===== src/hw/anticPkg.sv =====
/* anticPkg
   Widths, pixel codes, mode numbers, line byte counts and FSM encodings of the translator */
package anticPkg;

  // Plain vectors that carry a meaning on the buses
  typedef logic [7:0]  byte_t;
  typedef logic [3:0]  anCode_t;
  typedef logic [3:0]  mode_t;
  typedef logic [1:0]  pfWidth_t;
  typedef logic [6:0]  byteCount_t;
  typedef logic [63:0] charBitmap_t;

  // Pixel codes sent to the colour chip
  localparam anCode_t AnIdle = 4'h8;
  localparam anCode_t AnBg   = 4'h0;
  localparam anCode_t AnPf0  = 4'h4;
  localparam anCode_t AnPf1  = 4'h5;
  localparam anCode_t AnPf2  = 4'h6;

  // Instruction mode field values that the translator handles
  localparam mode_t ModeBlank     = 4'd0;
  localparam mode_t ModeJump      = 4'd1;
  localparam mode_t ModeChar      = 4'd2;
  localparam mode_t ModeMapDouble = 4'd13;
  localparam mode_t ModeMapSingle = 4'd14;

  // Bytes per mode line for narrow, standard and wide playfields
  localparam byteCount_t NarrowBytes   = 7'd32;
  localparam byteCount_t StandardBytes = 7'd40;
  localparam byteCount_t WideBytes     = 7'd48;

  localparam int CharBits = 64;

  // Idle cycles spent after a jump that waits for vertical blank
  localparam int VblankWaitCycles = 5012;

  typedef enum logic [3:0] {
    SeqIdle,
    SeqDecode,
    SeqJumpLo,
    SeqJumpHi,
    SeqJumpExec,
    SeqJumpEnd,
    SeqVblankWait,
    SeqLmsLo,
    SeqLmsHi,
    SeqLmsEnd,
    SeqLine
  } seqState_t;

  typedef enum logic [1:0] {
    LineIdle,
    LineFetch,
    LineWaitData,
    LineEmit
  } lineState_t;

endpackage

===== src/hw/lineCtrlIf.sv =====
/* lineCtrlIf
   Start and done handshake for one mode line between the sequencer and the line engine */
`timescale 1ns/1ps

interface lineCtrlIf;

  // Start is a one-cycle pulse and mode and width are valid with it
  logic start;
  anticPkg::mode_t mode;
  anticPkg::pfWidth_t width;

  // One-cycle pulse once the last byte of the line is out
  logic done;

  modport seq (
    output start,
    output mode,
    output width,
    input  done
  );

  modport eng (
    input  start,
    input  mode,
    input  width,
    output done
  );

endinterface


===== src/hw/displayListTranslator.sv =====
/* Display-list translator
   Fetches and decodes display-list instructions and streams 4-bit pixel codes to the colour chip */
`timescale 1ns/1ps

module displayListTranslator (
  input  logic                   Fphi0,
  input  logic                   rst,
  input  anticPkg::byte_t        ir,
  input  logic                   irRdy,
  input  anticPkg::pfWidth_t     playfieldWidth,
  input  anticPkg::byte_t        msrData,
  input  logic                   msrDataRdy,
  input  anticPkg::charBitmap_t  charData,
  input  logic                   charLoaded,
  output anticPkg::anCode_t      an,
  output logic                   loadIr,
  output logic                   loadDlistL,
  output logic                   loadDlistH,
  output logic                   loadPtr,
  output logic                   writeDlist,
  output logic                   loadDlist,
  output logic                   dlistEnd,
  output logic                   loadMsrL,
  output logic                   loadMsrH,
  output logic                   loadMsrData,
  output logic                   incrMsr,
  output logic                   loadChar,
  output logic                   writeNmi,
  output logic                   writeDli,
  output logic                   clearDli
);

  lineCtrlIf lineBus ();

  dlistSequencer uDlistSequencer (
    .Fphi0          (Fphi0),
    .rst            (rst),
    .ir             (ir),
    .irRdy          (irRdy),
    .playfieldWidth (playfieldWidth),
    .loadIr         (loadIr),
    .loadDlistL     (loadDlistL),
    .loadDlistH     (loadDlistH),
    .loadPtr        (loadPtr),
    .writeDlist     (writeDlist),
    .loadDlist      (loadDlist),
    .dlistEnd       (dlistEnd),
    .loadMsrL       (loadMsrL),
    .loadMsrH       (loadMsrH),
    .writeNmi       (writeNmi),
    .writeDli       (writeDli),
    .clearDli       (clearDli),
    .line           (lineBus.seq)
  );

  modeLineEngine uModeLineEngine (
    .Fphi0       (Fphi0),
    .rst         (rst),
    .msrData     (msrData),
    .msrDataRdy  (msrDataRdy),
    .charData    (charData),
    .charLoaded  (charLoaded),
    .an          (an),
    .loadMsrData (loadMsrData),
    .incrMsr     (incrMsr),
    .loadChar    (loadChar),
    .line        (lineBus.eng)
  );

endmodule


===== src/hw/dlistSequencer.sv =====
/* Display-list sequencer
   Fetches and decodes instructions, runs jumps, LMS loads, vblank waits and DLI strobes */
`timescale 1ns/1ps

module dlistSequencer (
  input  logic               Fphi0,
  input  logic               rst,
  input  anticPkg::byte_t    ir,
  input  logic               irRdy,
  input  anticPkg::pfWidth_t playfieldWidth,
  output logic               loadIr,
  output logic               loadDlistL,
  output logic               loadDlistH,
  output logic               loadPtr,
  output logic               writeDlist,
  output logic               loadDlist,
  output logic               dlistEnd,
  output logic               loadMsrL,
  output logic               loadMsrH,
  output logic               writeNmi,
  output logic               writeDli,
  output logic               clearDli,
  lineCtrlIf.seq             line
);

  anticPkg::seqState_t state;
  anticPkg::mode_t     modeReg;

  // Bit 6 means wait for vblank on a jump and LMS on a display mode
  logic optionBit;

  // Set by reset so that the very first instruction gets fetched
  logic firstFetch;

  logic [$clog2(anticPkg::VblankWaitCycles)-1:0] waitCount;

  assign line.mode = modeReg;

  always_ff @(posedge Fphi0 or posedge rst) begin
    if (rst) begin
      state      <= anticPkg::SeqIdle;
      modeReg    <= anticPkg::ModeBlank;
      optionBit  <= 1'b0;
      firstFetch <= 1'b1;
      waitCount  <= '0;
      loadIr     <= 1'b0;
      loadDlistL <= 1'b0;
      loadDlistH <= 1'b0;
      loadPtr    <= 1'b0;
      writeDlist <= 1'b0;
      loadDlist  <= 1'b0;
      dlistEnd   <= 1'b0;
      loadMsrL   <= 1'b0;
      loadMsrH   <= 1'b0;
      writeNmi   <= 1'b0;
      writeDli   <= 1'b0;
      clearDli   <= 1'b0;
      line.start <= 1'b0;
      line.width <= '0;
    end else begin
      // Strobes last a single cycle unless a state raises them again
      loadIr     <= 1'b0;
      loadDlistL <= 1'b0;
      loadDlistH <= 1'b0;
      writeDlist <= 1'b0;
      loadDlist  <= 1'b0;
      dlistEnd   <= 1'b0;
      loadMsrL   <= 1'b0;
      loadMsrH   <= 1'b0;
      line.start <= 1'b0;

      // The DLI sequence walks NMI, DLI write and DLI clear on successive cycles
      writeNmi <= 1'b0;
      writeDli <= writeNmi;
      clearDli <= writeDli;

      case (state)
        anticPkg::SeqIdle: begin
          if (firstFetch) begin
            loadIr     <= 1'b1;
            firstFetch <= 1'b0;
          end else if (irRdy) begin
            modeReg   <= ir[3:0];
            optionBit <= ir[6];
            writeNmi  <= ir[7];
            state     <= anticPkg::SeqDecode;
          end
        end

        anticPkg::SeqDecode: begin
          case (modeReg)
            anticPkg::ModeJump: begin
              loadIr <= 1'b1;
              state  <= anticPkg::SeqJumpLo;
            end
            anticPkg::ModeChar, anticPkg::ModeMapDouble, anticPkg::ModeMapSingle: begin
              if (optionBit) begin
                loadIr <= 1'b1;
                state  <= anticPkg::SeqLmsLo;
              end else begin
                line.start <= 1'b1;
                line.width <= playfieldWidth;
                state      <= anticPkg::SeqLine;
              end
            end
            default: begin
              // Blank and all modes not handled here fetch the next instruction
              loadIr <= 1'b1;
              state  <= anticPkg::SeqIdle;
            end
          endcase
        end

        anticPkg::SeqJumpLo: begin
          if (irRdy) begin
            loadDlistL <= 1'b1;
            loadPtr    <= 1'b1;
            loadIr     <= 1'b1;
            state      <= anticPkg::SeqJumpHi;
          end
        end

        anticPkg::SeqJumpHi: begin
          if (irRdy) begin
            loadDlistH <= 1'b1;
            writeDlist <= 1'b1;
            state      <= anticPkg::SeqJumpExec;
          end
        end

        anticPkg::SeqJumpExec: begin
          loadPtr   <= 1'b0;
          loadDlist <= 1'b1;
          dlistEnd  <= optionBit;
          state     <= anticPkg::SeqJumpEnd;
        end

        anticPkg::SeqJumpEnd: begin
          if (optionBit) begin
            waitCount <= '0;
            state     <= anticPkg::SeqVblankWait;
          end else begin
            loadIr <= 1'b1;
            state  <= anticPkg::SeqIdle;
          end
        end

        anticPkg::SeqVblankWait: begin
          if (waitCount == anticPkg::VblankWaitCycles - 1) begin
            loadIr <= 1'b1;
            state  <= anticPkg::SeqIdle;
          end else begin
            waitCount <= waitCount + 1'b1;
          end
        end

        anticPkg::SeqLmsLo: begin
          if (irRdy) begin
            loadMsrL <= 1'b1;
            loadIr   <= 1'b1;
            state    <= anticPkg::SeqLmsHi;
          end
        end

        anticPkg::SeqLmsHi: begin
          if (irRdy) begin
            loadMsrH <= 1'b1;
            state    <= anticPkg::SeqLmsEnd;
          end
        end

        anticPkg::SeqLmsEnd: begin
          line.start <= 1'b1;
          line.width <= playfieldWidth;
          state      <= anticPkg::SeqLine;
        end

        anticPkg::SeqLine: begin
          if (line.done) begin
            loadIr <= 1'b1;
            state  <= anticPkg::SeqIdle;
          end
        end

        default: state <= anticPkg::SeqIdle;
      endcase
    end
  end

endmodule


===== src/hw/modeLineEngine.sv =====
/* Mode line engine
   Fetches the screen bytes of one line, drives the pixel generators and registers the codes */
`timescale 1ns/1ps

module modeLineEngine (
  input  logic                  Fphi0,
  input  logic                  rst,
  input  anticPkg::byte_t       msrData,
  input  logic                  msrDataRdy,
  input  anticPkg::charBitmap_t charData,
  input  logic                  charLoaded,
  output anticPkg::anCode_t     an,
  output logic                  loadMsrData,
  output logic                  incrMsr,
  output logic                  loadChar,
  lineCtrlIf.eng                line
);

  anticPkg::lineState_t state;
  anticPkg::mode_t      modeReg;
  anticPkg::byteCount_t bytesLeft;
  anticPkg::byteCount_t lineBytes;
  logic                 charWait;
  logic                 charMode;
  logic                 charStart;
  logic                 mapStart;
  anticPkg::anCode_t    charPixel;
  anticPkg::anCode_t    mapPixel;
  logic                 charValid;
  logic                 mapValid;
  logic                 charLast;
  logic                 mapLast;

  always_comb begin
    case (line.width)
      2'd1:    lineBytes = anticPkg::NarrowBytes;
      2'd2:    lineBytes = anticPkg::StandardBytes;
      2'd3:    lineBytes = anticPkg::WideBytes;
      default: lineBytes = '0;
    endcase
  end

  assign charMode  = (modeReg == anticPkg::ModeChar);
  // A text byte starts once its bitmap is in, a map byte as soon as it arrives
  assign charStart = (state == anticPkg::LineWaitData) && charWait && charLoaded;
  assign mapStart  = (state == anticPkg::LineWaitData) && !charMode && msrDataRdy;

  charPixelGen uCharGen (
    .Fphi0      (Fphi0),
    .rst        (rst),
    .load       (charStart),
    .bitmap     (charData),
    .pixel      (charPixel),
    .pixelValid (charValid),
    .last       (charLast)
  );

  mapPixelGen uMapGen (
    .Fphi0      (Fphi0),
    .rst        (rst),
    .load       (mapStart),
    .data       (msrData),
    .double     (modeReg == anticPkg::ModeMapDouble),
    .pixel      (mapPixel),
    .pixelValid (mapValid),
    .last       (mapLast)
  );

  always_ff @(posedge Fphi0 or posedge rst) begin
    if (rst) begin
      state       <= anticPkg::LineIdle;
      modeReg     <= anticPkg::ModeBlank;
      bytesLeft   <= '0;
      charWait    <= 1'b0;
      an          <= anticPkg::AnIdle;
      loadMsrData <= 1'b0;
      incrMsr     <= 1'b0;
      loadChar    <= 1'b0;
      line.done   <= 1'b0;
    end else begin
      loadMsrData <= 1'b0;
      incrMsr     <= 1'b0;
      loadChar    <= 1'b0;
      line.done   <= 1'b0;

      if (charMode) begin
        an <= charValid ? charPixel : anticPkg::AnIdle;
      end else begin
        an <= mapValid ? mapPixel : anticPkg::AnIdle;
      end

      case (state)
        anticPkg::LineIdle: begin
          if (line.start) begin
            modeReg <= line.mode;
            if (lineBytes == '0) begin
              line.done <= 1'b1;
            end else begin
              bytesLeft <= lineBytes;
              state     <= anticPkg::LineFetch;
            end
          end
        end

        anticPkg::LineFetch: begin
          if (bytesLeft == '0) begin
            line.done <= 1'b1;
            state     <= anticPkg::LineIdle;
          end else begin
            loadMsrData <= 1'b1;
            incrMsr     <= 1'b1;
            state       <= anticPkg::LineWaitData;
          end
        end

        anticPkg::LineWaitData: begin
          if (charWait) begin
            if (charLoaded) begin
              charWait <= 1'b0;
              state    <= anticPkg::LineEmit;
            end
          end else if (msrDataRdy) begin
            if (charMode) begin
              // The screen byte names a character, its bitmap comes next
              loadChar <= 1'b1;
              charWait <= 1'b1;
            end else begin
              state <= anticPkg::LineEmit;
            end
          end
        end

        anticPkg::LineEmit: begin
          if (charMode ? charLast : mapLast) begin
            bytesLeft <= bytesLeft - 1'b1;
            state     <= anticPkg::LineFetch;
          end
        end

        default: state <= anticPkg::LineIdle;
      endcase
    end
  end

endmodule


===== src/hw/mapPixelGen.sv =====
/* Map pixel generator
   Splits a screen byte into four 2-bit pixels, high pair first, optionally showing each twice */
`timescale 1ns/1ps

module mapPixelGen (
  input  logic              Fphi0,
  input  logic              rst,
  input  logic              load,
  input  anticPkg::byte_t   data,
  input  logic              double,
  output anticPkg::anCode_t pixel,
  output logic              pixelValid,
  output logic              last
);

  anticPkg::byte_t shiftReg;
  logic            active;
  logic            doubled;
  logic            repeatPhase;
  logic [1:0]      pixIdx;
  logic            stepPixel;

  // A pixel moves on after one cycle, or after its second cycle when doubled
  assign stepPixel = !doubled || repeatPhase;

  always_ff @(posedge Fphi0 or posedge rst) begin
    if (rst) begin
      active      <= 1'b0;
      doubled     <= 1'b0;
      repeatPhase <= 1'b0;
      pixIdx      <= '0;
    end else if (load) begin
      active      <= 1'b1;
      doubled     <= double;
      repeatPhase <= 1'b0;
      pixIdx      <= '0;
    end else if (active) begin
      if (stepPixel) begin
        repeatPhase <= 1'b0;
        pixIdx      <= pixIdx + 1'b1;
        if (pixIdx == 2'd3) begin
          active <= 1'b0;
        end
      end else begin
        repeatPhase <= 1'b1;
      end
    end
  end

  always_ff @(posedge Fphi0) begin
    if (load) begin
      shiftReg <= data;
    end else if (active && stepPixel) begin
      shiftReg <= shiftReg << 2;
    end
  end

  assign pixelValid = active;
  assign last       = active && (pixIdx == 2'd3) && stepPixel;

  always_comb begin
    case (shiftReg[7:6])
      2'd0:    pixel = anticPkg::AnBg;
      2'd1:    pixel = anticPkg::AnPf0;
      2'd2:    pixel = anticPkg::AnPf1;
      default: pixel = anticPkg::AnPf2;
    endcase
  end

endmodule


===== src/hw/charPixelGen.sv =====
/* Character pixel generator
   Steps through a 64-bit character bitmap and emits text foreground or background codes */
`timescale 1ns/1ps

module charPixelGen (
  input  logic                  Fphi0,
  input  logic                  rst,
  input  logic                  load,
  input  anticPkg::charBitmap_t bitmap,
  output anticPkg::anCode_t     pixel,
  output logic                  pixelValid,
  output logic                  last
);

  anticPkg::charBitmap_t bits;
  logic                  active;
  logic [$clog2(anticPkg::CharBits)-1:0] bitIdx;

  always_ff @(posedge Fphi0 or posedge rst) begin
    if (rst) begin
      active <= 1'b0;
      bitIdx <= '0;
    end else if (load) begin
      active <= 1'b1;
      bitIdx <= '0;
    end else if (active) begin
      bitIdx <= bitIdx + 1'b1;
      if (last) begin
        active <= 1'b0;
      end
    end
  end

  // Bitmap held for the whole character
  always_ff @(posedge Fphi0) begin
    if (load) begin
      bits <= bitmap;
    end
  end

  assign pixelValid = active;
  assign last       = active && (bitIdx == anticPkg::CharBits - 1);

  // Set bits are text foreground, clear bits text background
  assign pixel = bits[bitIdx] ? anticPkg::AnPf1 : anticPkg::AnPf2;

endmodule


===== config.mk =====
export PLATFORM = sky130hd
export DESIGN_NAME = displayListTranslator
export DESIGN_NICKNAME = d
export VERILOG_FILES = /design/src/hw/anticPkg.sv /design/src/hw/lineCtrlIf.sv /design/src/hw/displayListTranslator.sv /design/src/hw/dlistSequencer.sv /design/src/hw/modeLineEngine.sv /design/src/hw/mapPixelGen.sv /design/src/hw/charPixelGen.sv
export SDC_FILE = /design/constraint.sdc
export NUM_CORES = 1
export LEC_CHECK = 0
export ABC_AREA = 1
export ABC_CLOCK_PERIOD_IN_PS = 6900
export BUFFER_PORTS_ARGS = -buffer_cell sky130_fd_sc_hd__clkbuf_2
export CORE_MARGIN = 2
export CORE_UTILIZATION = 49
export DETAILED_ROUTE_END_ITERATION = 8
export PLACE_DENSITY = 0.7
export SLEW_MARGIN = 5
export SYNTH_ARGS = -nofsm -noshare
export SYNTH_HDL_FRONTEND = slang
export SYNTH_HIERARCHICAL = 1
export SYNTH_SLANG_ARGS = --single-unit

===== constraint.sdc =====
create_clock -name Fphi0 -period 6.9 [get_ports Fphi0]
set_input_delay 0 -clock Fphi0 [delete_from_list [all_inputs] [get_ports Fphi0]]
set_output_delay 0 -clock Fphi0 [all_outputs]
set_load 0.005 [all_outputs]

## Word-level counts from Yosys, hierarchy flattened

Cells that the tools add are included.

- Flip-flop bits (word level): 142
- Input bits: 87
- Logic and storage cells: 210

- Add/subtract/negate cells: 4
- Magnitude comparators: 1
- Equal/unequal tests: 45
- Mux-type cells: 90
- Bitwise operators: 1
- Reductions and logical operators: 35

Operators by type and width:

| kind | number |
|---|---|
| 4-bit two-way mux | 12 |
| 4-bit one-hot mux with 11 select lines | 1 |
| 1-bit two-way mux | 41 |
| 2-bit two-way mux | 14 |
| 13-bit two-way mux | 2 |
| 13-bit one-hot mux with 2 select lines | 1 |
| 4-bit equality test (second input constant) | 6 |
| 7-bit two-way mux | 3 |
| 2-bit != test (second input constant) | 10 |
| 6-bit one-hot mux with 3 select lines | 1 |
| 4-bit by 2-bit equality test with 1-bit output (second input constant) | 4 |
| 4-bit by 3-bit equality test with 1-bit output (second input constant) | 4 |
| 8-bit two-way mux | 2 |
| 2-bit nonzero test | 8 |
| 7-bit logical NOT | 2 |
| 7-bit one-hot mux with 2 select lines | 1 |
| 13-bit by 1-bit adder with 13-bit output (second input constant) | 1 |
| 13-bit equality test (second input constant) | 1 |
| 2-bit equality test (second input constant) | 6 |
| 6-bit two-way mux | 2 |
| 2-bit by 1-bit != test with 1-bit output (second input constant) | 5 |
| 3-bit one-hot mux with 3 select lines | 1 |
| 3-bit AND reduction | 3 |
| 4-bit by 1-bit equality test with 1-bit output (second input constant) | 2 |
| 27 further kinds | 43 |

## Logic depth before layout (Yosys ltp)

Gate-level depths: netlist of the first run.

- Word-level depth: 6
- Gate-level depth with buffers: 14
- Gate-level depth less buffers: 12

## Cells and area by module

The synthesis of the first run kept the hierarchy.

By module, submodules not included:

| module | times used | cells an instance | area an instance (µm²) | sequential area each (µm²) |
|---|---|---|---|---|
| charPixelGen | 1 | 291 | 3,070.4 | 2,097.0 |
| dlistSequencer | 1 | 270 | 2,033.2 | 927.1 |
| modeLineEngine | 1 | 143 | 1,213.7 | 526.8 |
| mapPixelGen | 1 | 68 | 620.6 | 365.4 |

## Worst setup path before layout of the first run

Ideal clock, no wire load.

- Path type: reg2reg
- From: register uModeLineEngine.state[0]
- To: register uModeLineEngine/uCharGen/bitIdx[4] in the netlist's numbering
- Arrival time: 6.081 ns
- Data required time: 6.767 ns
- Slack: 0.686 ns
- Cell stages (with the launch flop): 8
- Path buffers: 0
- Cell sequence: dfrtp_1 > inv_1 > ha_1 > inv_1 > nor3_1 > inv_1 > o21ai_0 > a21oi_1

- Word-level cells in the longest chain between the ends: 4
- Elaborated cells between the ends (all ways): 5
- Classes of those cells: eq/ne: 1; mux: 1; reduce/logical: 3

RTL lines:

| what | line | RTL |
|---|---|---|
| start: declaration | modeLineEngine.sv:19 | `anticPkg::lineState_t state;` |
| start signal: assignment | modeLineEngine.sv:71 | `state <= anticPkg::LineIdle;` |
| start signal: assignment | modeLineEngine.sv:100 | `state <= anticPkg::LineFetch;` |
| start signal: assignment | modeLineEngine.sv:108 | `state <= anticPkg::LineIdle;` |
| 2-bit equality test (*) | modeLineEngine.sv:45 | `assign charStart = (state == anticPkg::LineWaitData) && charWait && charLoaded;` |
| 1-bit logical AND (*) (2 in a row) | modeLineEngine.sv:45 |  |
| named net uModeLineEngine.charStart | modeLineEngine.sv:25 | `logic charStart;` |
| 6-bit two-way mux / 2-bit nonzero test (equally long branches) | n/a |  |
| end signal: assignment | charPixelGen.sv:27 | `bitIdx <= bitIdx + 1'b1;` |
| end: declaration | charPixelGen.sv:17 | `logic [$clog2(anticPkg::CharBits)-1:0] bitIdx;` |

Mark *: on every way through the listed nets, which the timed path passes. The rest lies on a longest branch.
A chain may end at the register's enable or synchronous reset.

## Worst setup path after layout of the first run

- From: register uModeLineEngine/uCharGen/bitIdx[1] in the netlist's numbering
- To: register uModeLineEngine.an[1]

- Word-level cells in the longest chain between the ends: 5

RTL lines:

| what | line | RTL |
|---|---|---|
| 1-bit binary-select mux with 6-bit select | charPixelGen.sv:45 | `assign pixel = bits[bitIdx] ? anticPkg::AnPf1 : anticPkg::AnPf2;` |
| 1-bit two-way mux (implied by the code) | charPixelGen.sv:45 |  |
| 2-bit two-way mux | charPixelGen.sv:45 |  |
| named net uModeLineEngine.charPixel[1] | modeLineEngine.sv:27 | `anticPkg::anCode_t charPixel;` |
| 4-bit two-way mux | modeLineEngine.sv:87 | `an <= charValid ? charPixel : anticPkg::AnIdle;` |
| 4-bit two-way mux | modeLineEngine.sv:86 | `if (charMode) begin` |
| end signal: assignment | modeLineEngine.sv:75 | `an <= anticPkg::AnIdle;` |
| end signal: assignment | modeLineEngine.sv:87 |  |
| end signal: assignment | modeLineEngine.sv:89 | `an <= mapValid ? mapPixel : anticPkg::AnIdle;` |
| end: declaration | modeLineEngine.sv:12 | `output anticPkg::anCode_t an,` |

The timed path passes the listed nets, and every way through them passes these cells. The select of a mux whose other input is x is not followed.

==> results of run 1 <==
metrics by stage:
step                hold WS (ns)  std cells
finish                    0.0588       1151
global route              0.0903       1151
CTS                       0.0530       1149
detailed placement       -0.0505       1033
global placement         -0.0476       1033
floorplan                 -0.221        772
worst max path at each step:
| stage | from | endpoint | slack [ns] | depth (start not counted) |
|---|---|---|---|---|
| 2_1_floorplan | uModeLineEngine/state[0] | uModeLineEngine/uCharGen/bitIdx[4] | 0.69 | 7 |
| 3_3_place_gp | uModeLineEngine/state[0] | uModeLineEngine/uCharGen/bitIdx[3] | 4.67 | 8 |
| 3_5_place_dp | uModeLineEngine/state[0] | uModeLineEngine/uCharGen/bitIdx[3] | 4.66 | 8 |
| 4_1_cts | uModeLineEngine/state[0] | uModeLineEngine/uCharGen/bitIdx[3] | 4.64 | 8 |
| 5_1_grt | uModeLineEngine/state[0] | uModeLineEngine/uCharGen/bitIdx[3] | 4.43 | 8 |
| 6_report | uModeLineEngine/uCharGen/bitIdx[1] | uModeLineEngine/an[1] | 4.62 | 10 |
power breakdown:
group,internal (W),switching [W]
clock network,0.000675,0.000344
logic,0.000373,0.000633
registers,0.00105,0.000153
total,0.00210,0.00113
cell type report:
class	instances	area, um2	area share (%)
well taps	180	225	2.50
clock inverters	12	216	2.41
clock buffers	20	437	4.85
repair buffers	191	1390	15.4
diodes	2	5.00	0.0556
inverters	91	349	3.88
flip-flops and latches	142	3920	43.5
multi-input cells	513	2460	27.4
logic make-up (layout without fill, tap and decap cells):
kind of cell / after synthesis / after routing / share of synthesized area [%]
compound gates: 59 / 59 / 5.01
simple gates: 437 / 437 / 27.9
other cells: 3 / 5 / 0.162
mux: 2 / 2 / 0.325
buf+inv: 117 / 314 / 8.15
xor+xnor: 3 / 3 / 0.379
flops: 142 / 142 / 56.4
fa+ha+maj: 9 / 9 / 1.62
synthesized netlist by cell type (6+ instances only):
cell      number
buf_6          8
ha_1           9
inv_1         86
nor2_1        60
o21ai_0       10
nor3_1         8
o21ai_2        6
a21oi_1       22
nand3_1       85
nand2_2        9
nand4_1        7
buf_4         11
dfrtp_1       68
o21ai_1       11
edfxtp_1      72
nand2_1      245
registers in the layout, summed over array words and instances (netlist names), 2 cells and up:
register                          flops
uModeLineEngine/uCharGen/bits        64
uDlistSequencer/waitCount            13
uModeLineEngine/uMapGen/shiftReg      8
uModeLineEngine/bytesLeft             7
uModeLineEngine/uCharGen/bitIdx       6
uDlistSequencer/line.mode             4
uDlistSequencer/state                 4
uModeLineEngine/an                    4
uModeLineEngine/modeReg               4
uDlistSequencer/line.width            2
uModeLineEngine/state                 2
uModeLineEngine/uMapGen/pixIdx        2
worst max-delay path, stage by stage, from the launching register on:
cell and delay (ns):
dfrtp_1 0.78, inv_1 0.46, nor2_1 0.18, o21ai_1 0.07, nand3_1 0.08, nand3_1 0.07, nand2_1 0.09, nand2_1 0.05
nand3_1 0.07, nand2_1 0.08, a32o_1 0.22
routing by layer:
metal / vias up / global-route usage [%] / wire, um
met2: 166 / 37.4 / 7890
met4: 0 / 9.94 / 365
li1: 2860 / - / -
met1: 2569 / 26.9 / 6640
met3: 30 / 5.07 / 771
met5: - / 0 / 0
what timing repair did:
item / CTS / global route
hold buffers: 84 / 0
hold endpoints to repair: 155 / 0
gates resized for setup: 0 / 0
==> metrics.yaml, run 1 <==
critPathCaptureType: "flop"
finalHoldViolCount: 0
syn-num-nets: 868
avgViaCountPerCell: 4.89
worstSetupPathType: "reg -> reg"
root_buffer: "clkbuf_16"
startpoint_type: "flop"
ir_drop_mv: 0.193
dieArea_um2: 15100
routedWlPerCell_um: 13.6
numCtsBuffers: 17
synth_area_um2: 6940
finClkSkew_ns: 0.00923
nFillCells: 1110
ys.flop_type: "edfxtp_1"
worstPathRequired_ns: 7.20
async_reset_ff_share_pct: 49.3
ff2ff_path_depth: 10
dp.final_hpwl_mm: 9.69
tightest_slew_ns: 0.844
clockBufferDepth: 2
row_count: 43
place_congestion: 0.829
overflow: 0
yosysTopAreaCell: "edfxtp_1"
fmax_mhz: 439
fin_crit_ns: 2.28
clkLatencyLatePin_ns: 0.42
htree_levels: 4
drc: 0
die_w_um: 123
setup_viol: 0
design_area_um2: 9000
grt_max_degree: 67
chipHeight_um: 123
nets: 1052
utilization_pct: 64.8
timing.rr.end: "uModeLineEngine/an[1]"
antenna_found_initial: 2
place_ws_ns: 4.66
cap_violations: 0
syn_avg_cell_area_um2: 8.99
slew_viol_final: 0
r2r_start: "uModeLineEngine/uCharGen/bitIdx[1]"
ys_seq_elements: 142
hold_class: "in -> async"
core_um2: 13900
synth_top_area_share_pct: 31.2
status: "finished clean"
grt_pass1_vias: 5384
total_power_w: 0.00323
first_pass_iters: 5
drive_above_1_share_pct: 18.5
r2r_slack_ns: 4.62
post_cts_buffers: 0
grtUsageTotal_pct: 22.1
totalWireLength_mm: 15.7
power_density_nw_per_um2: 359
placed_area_um2: 7500
fin_ws_ns: 4.62
most-common-layout-cells: "nand2_1 (245), clkbuf_2 (103), inv_1 (86)"
relSlewSlack_pct: 43.6
synth_edf_count: 72
ys_seq_area_share_pct: 56.4
clk_pin_slew_ns: 0.06
post-route-period-util_pct: 33.0
synthToLayoutAreaGrowth_pct: 29.7
setup-tns-final_ns: 0
syn_inst: 772
io_pins: 106
cts_tree: "built"
final_common_cell: "nand2_1"
drt-initial-drc-count: 349
port_buffers: 103
arrival_ns: 2.58
ys_types: 44
yosys-top-cells-area: "edfxtp_1 (31%), dfrtp_1 (25%), nand2_1 (13%), nand3_1 (6.1%), inv_1 (4.7%)"
clock-sinks: 142
postRouteAntennaNets: 0
vias: 5625
grt_pass1_wl_mm: 25.4
yosysWarnings: 6
power.leakage_nw: 4.28
critPathMaxFanout: 17
initial_core_util_pct: 50.0
rsz0062_at_grt: "no"
Power figures use the tool's default switching activity.
==> run 2, diff against run 1 <==
ABC_CLOCK_PERIOD_IN_PS = 1900   (was 6900)
PLACE_DENSITY = 0.73   (was 0.7)
clock period = 1.9 ns   (was 6.9 ns; I/O delays follow)
==> run 2 against run 1 <==
Register-to-register slack worse by 4.5 ns. Design area is 0.74% higher. Global-route usage rose by 0.79 points. Critical endpoint unchanged. Highest routed layer unchanged. Combinational power rose to 3.9 times the previous value. Clock skew rose by 0.00063 ns. Clock power grew to 3.0 times the previous value. Setup slack got worse by 4.5 ns.
==> metrics.yaml, run 2 (synthesis results as in run 1) <==
finalHoldViolCount: 0
avgViaCountPerCell: 4.89
reg_top3: "uModeLineEngine/uCharGen/bits (64), uDlistSequencer/waitCount (13), uModeLineEngine/uMapGen/shiftReg (8)"
hold_class: "in -> async"
ir_drop_mv: 0.756
initial_core_util_pct: 50.0
vias: 5693
clk_pin_slew_ns: 0.06
largest_reg_flops: 64
root_buffer: "clkbuf_16"
worst_path_most_repeated_cell: "nand3_1"
finClkSkew_ns: 0.00986
numCtsBuffers: 17
place_congestion: 0.899
totalWireLength_mm: 16.3
first_pass_iters: 5
post-route-period-util_pct: 94.8
grt_max_degree: 38
grt_pass1_vias: 5552
setup-tns-final_ns: 0
status: "finished clean"
cts_tree: "built"
setup_viol: 0
slowest_stage: "dfrtp_1"
grt_pass1_wl_mm: 26.3
rsz0062_at_grt: "no"
post_cts_buffers: 0
most-common-layout-cells: "nand2_1 (244), clkbuf_2 (103), nand3_1 (85)"
clock-sinks: 142
io_pins: 106
drive_above_1_share_pct: 19.9
drc: 0
die_w_um: 123
dp.final_hpwl_mm: 10.4
nets: 1068
worstPathCellList: "buf_6 -> nand2_1 -> nand3_1 -> nand3_1 -> nand3_1 -> nand3_1 -> nand3_1 -> nand2_1 -> a32o_1"
row_count: 43
synthToLayoutAreaGrowth_pct: 30.6
nFillCells: 1093
power_density_nw_per_um2: 1240
utilization_pct: 65.3
clockBufferDepth: 2
grtUsageTotal_pct: 22.8
fin_crit_ns: 1.80
postRouteAntennaNets: 0
fmax_mhz: 555
worstPathRequired_ns: 2.19
startpoint_type: "flop"
final_common_cell: "nand2_1"
regMostFlops: "uModeLineEngine/uCharGen/bits"
critPathMaxFanout: 27
slowest_delay_ns: 0.50
crit_buf_inv: 1
arrival_ns: 2.09
drt-initial-drc-count: 398
core_um2: 13900
power.leakage_nw: 4.34
htree_levels: 4
critPathCaptureType: "flop"
antenna_cells: 0
routedWlPerCell_um: 14.0
worstSetupPathType: "reg -> reg"
port_buffers: 103
slew_viol_final: 0
ff2ff_path_depth: 9
dieArea_um2: 15100
chipHeight_um: 123
cpLargestDelayFamily: "simple AND/OR/NAND/NOR gates"
antenna_found_initial: 0
overflow: 0
fin_hold_ws_ns: 0.137
cap_violations: 0
cp.depth: 9
clkLatencyLatePin_ns: 0.41
## run 2: cell count changes in the layout (fill, tap and decap cells not counted), moves of 3 or more
cell and delta:
buf_4 +12, clkbuf_8 +4, buf_12 +3, clkinvlp_4 -3, bufinv_16 -6
## run 2: path summary, 6_finish.rpt
check	start	to	slack, ns
max in group asynchronous	rst	uDlistSequencer/firstFetch	1.21
max reg2reg	uModeLineEngine/uCharGen/bitIdx[0]	uModeLineEngine/an[1]	0.1
max	uModeLineEngine/uCharGen/bitIdx[0]	uModeLineEngine/an[1]	0.1
min in group Fphi0	charData[13]	uModeLineEngine/uCharGen/bits[13]	0.30
min	rst	uModeLineEngine/uMapGen/pixIdx[1]	0.14
min reg2reg	uDlistSequencer/writeNmi	uDlistSequencer/writeDli	0.38
## run 2: routing by layer
metal | part of all wire [%] | wire, um | global-route usage (%)
met2 | 50 | 8060 | 38.6
met5 | 0 | 0 | 0
met3 | 5.3 | 866 | 5.77
met4 | 2.8 | 453 | 9.09
met1 | 42 | 6900 | 28.1
## run 2: final cells by class
cell class	count	area (um2)	area share (%)
tap	180	225	2.49
inverter	91	352	3.88
multi-input combinational	513	2470	27.3
clock buffer	26	520	5.74
clock inverter	6	31.3	0.345
timing repair buffer	207	1550	17.1
sequential	142	3920	43.2
## run 2: metrics by stage
step | instance area, um2 | total power, W | cells | setup WS (ns)
2_1_floorplan | 6950 | 0.00717 | 772 | -0.993
3_3_place_gp | 7660 | 0.00794 | 1049 | 0.154
3_5_place_dp | 7660 | 0.00804 | 1049 | 0.0981
4_1_cts | 9050 | 0.0113 | 1165 | 0.0855
5_1_grt | 9060 | 0.0120 | 1165 | 0.0136
6_report | 9060 | 0.0113 | 1165 | 0.0984
## run 2: repair_timing
action / in CTS / in global routing
hold endpoints to repair: 156 / 0
hold buffers: 84 / 0
gates resized for setup: 0 / 4
setup endpoints to repair: 0 / 10
## run 2: worst register-to-register path: stages, from the launching register on
cell     delay (ns)
dfrtp_1        0.50
buf_6          0.28
nand2_1        0.10
nand3_1        0.11
nand3_1        0.10
nand3_1        0.10
nand3_1        0.10
nand3_1        0.10
nand2_1        0.08
a32o_1         0.22
## run 2: power by group
part	internal [W]	switching, W
combinational	0.00149	0.00241
sequential	0.00382	0.000488
clock	0.00187	0.00119
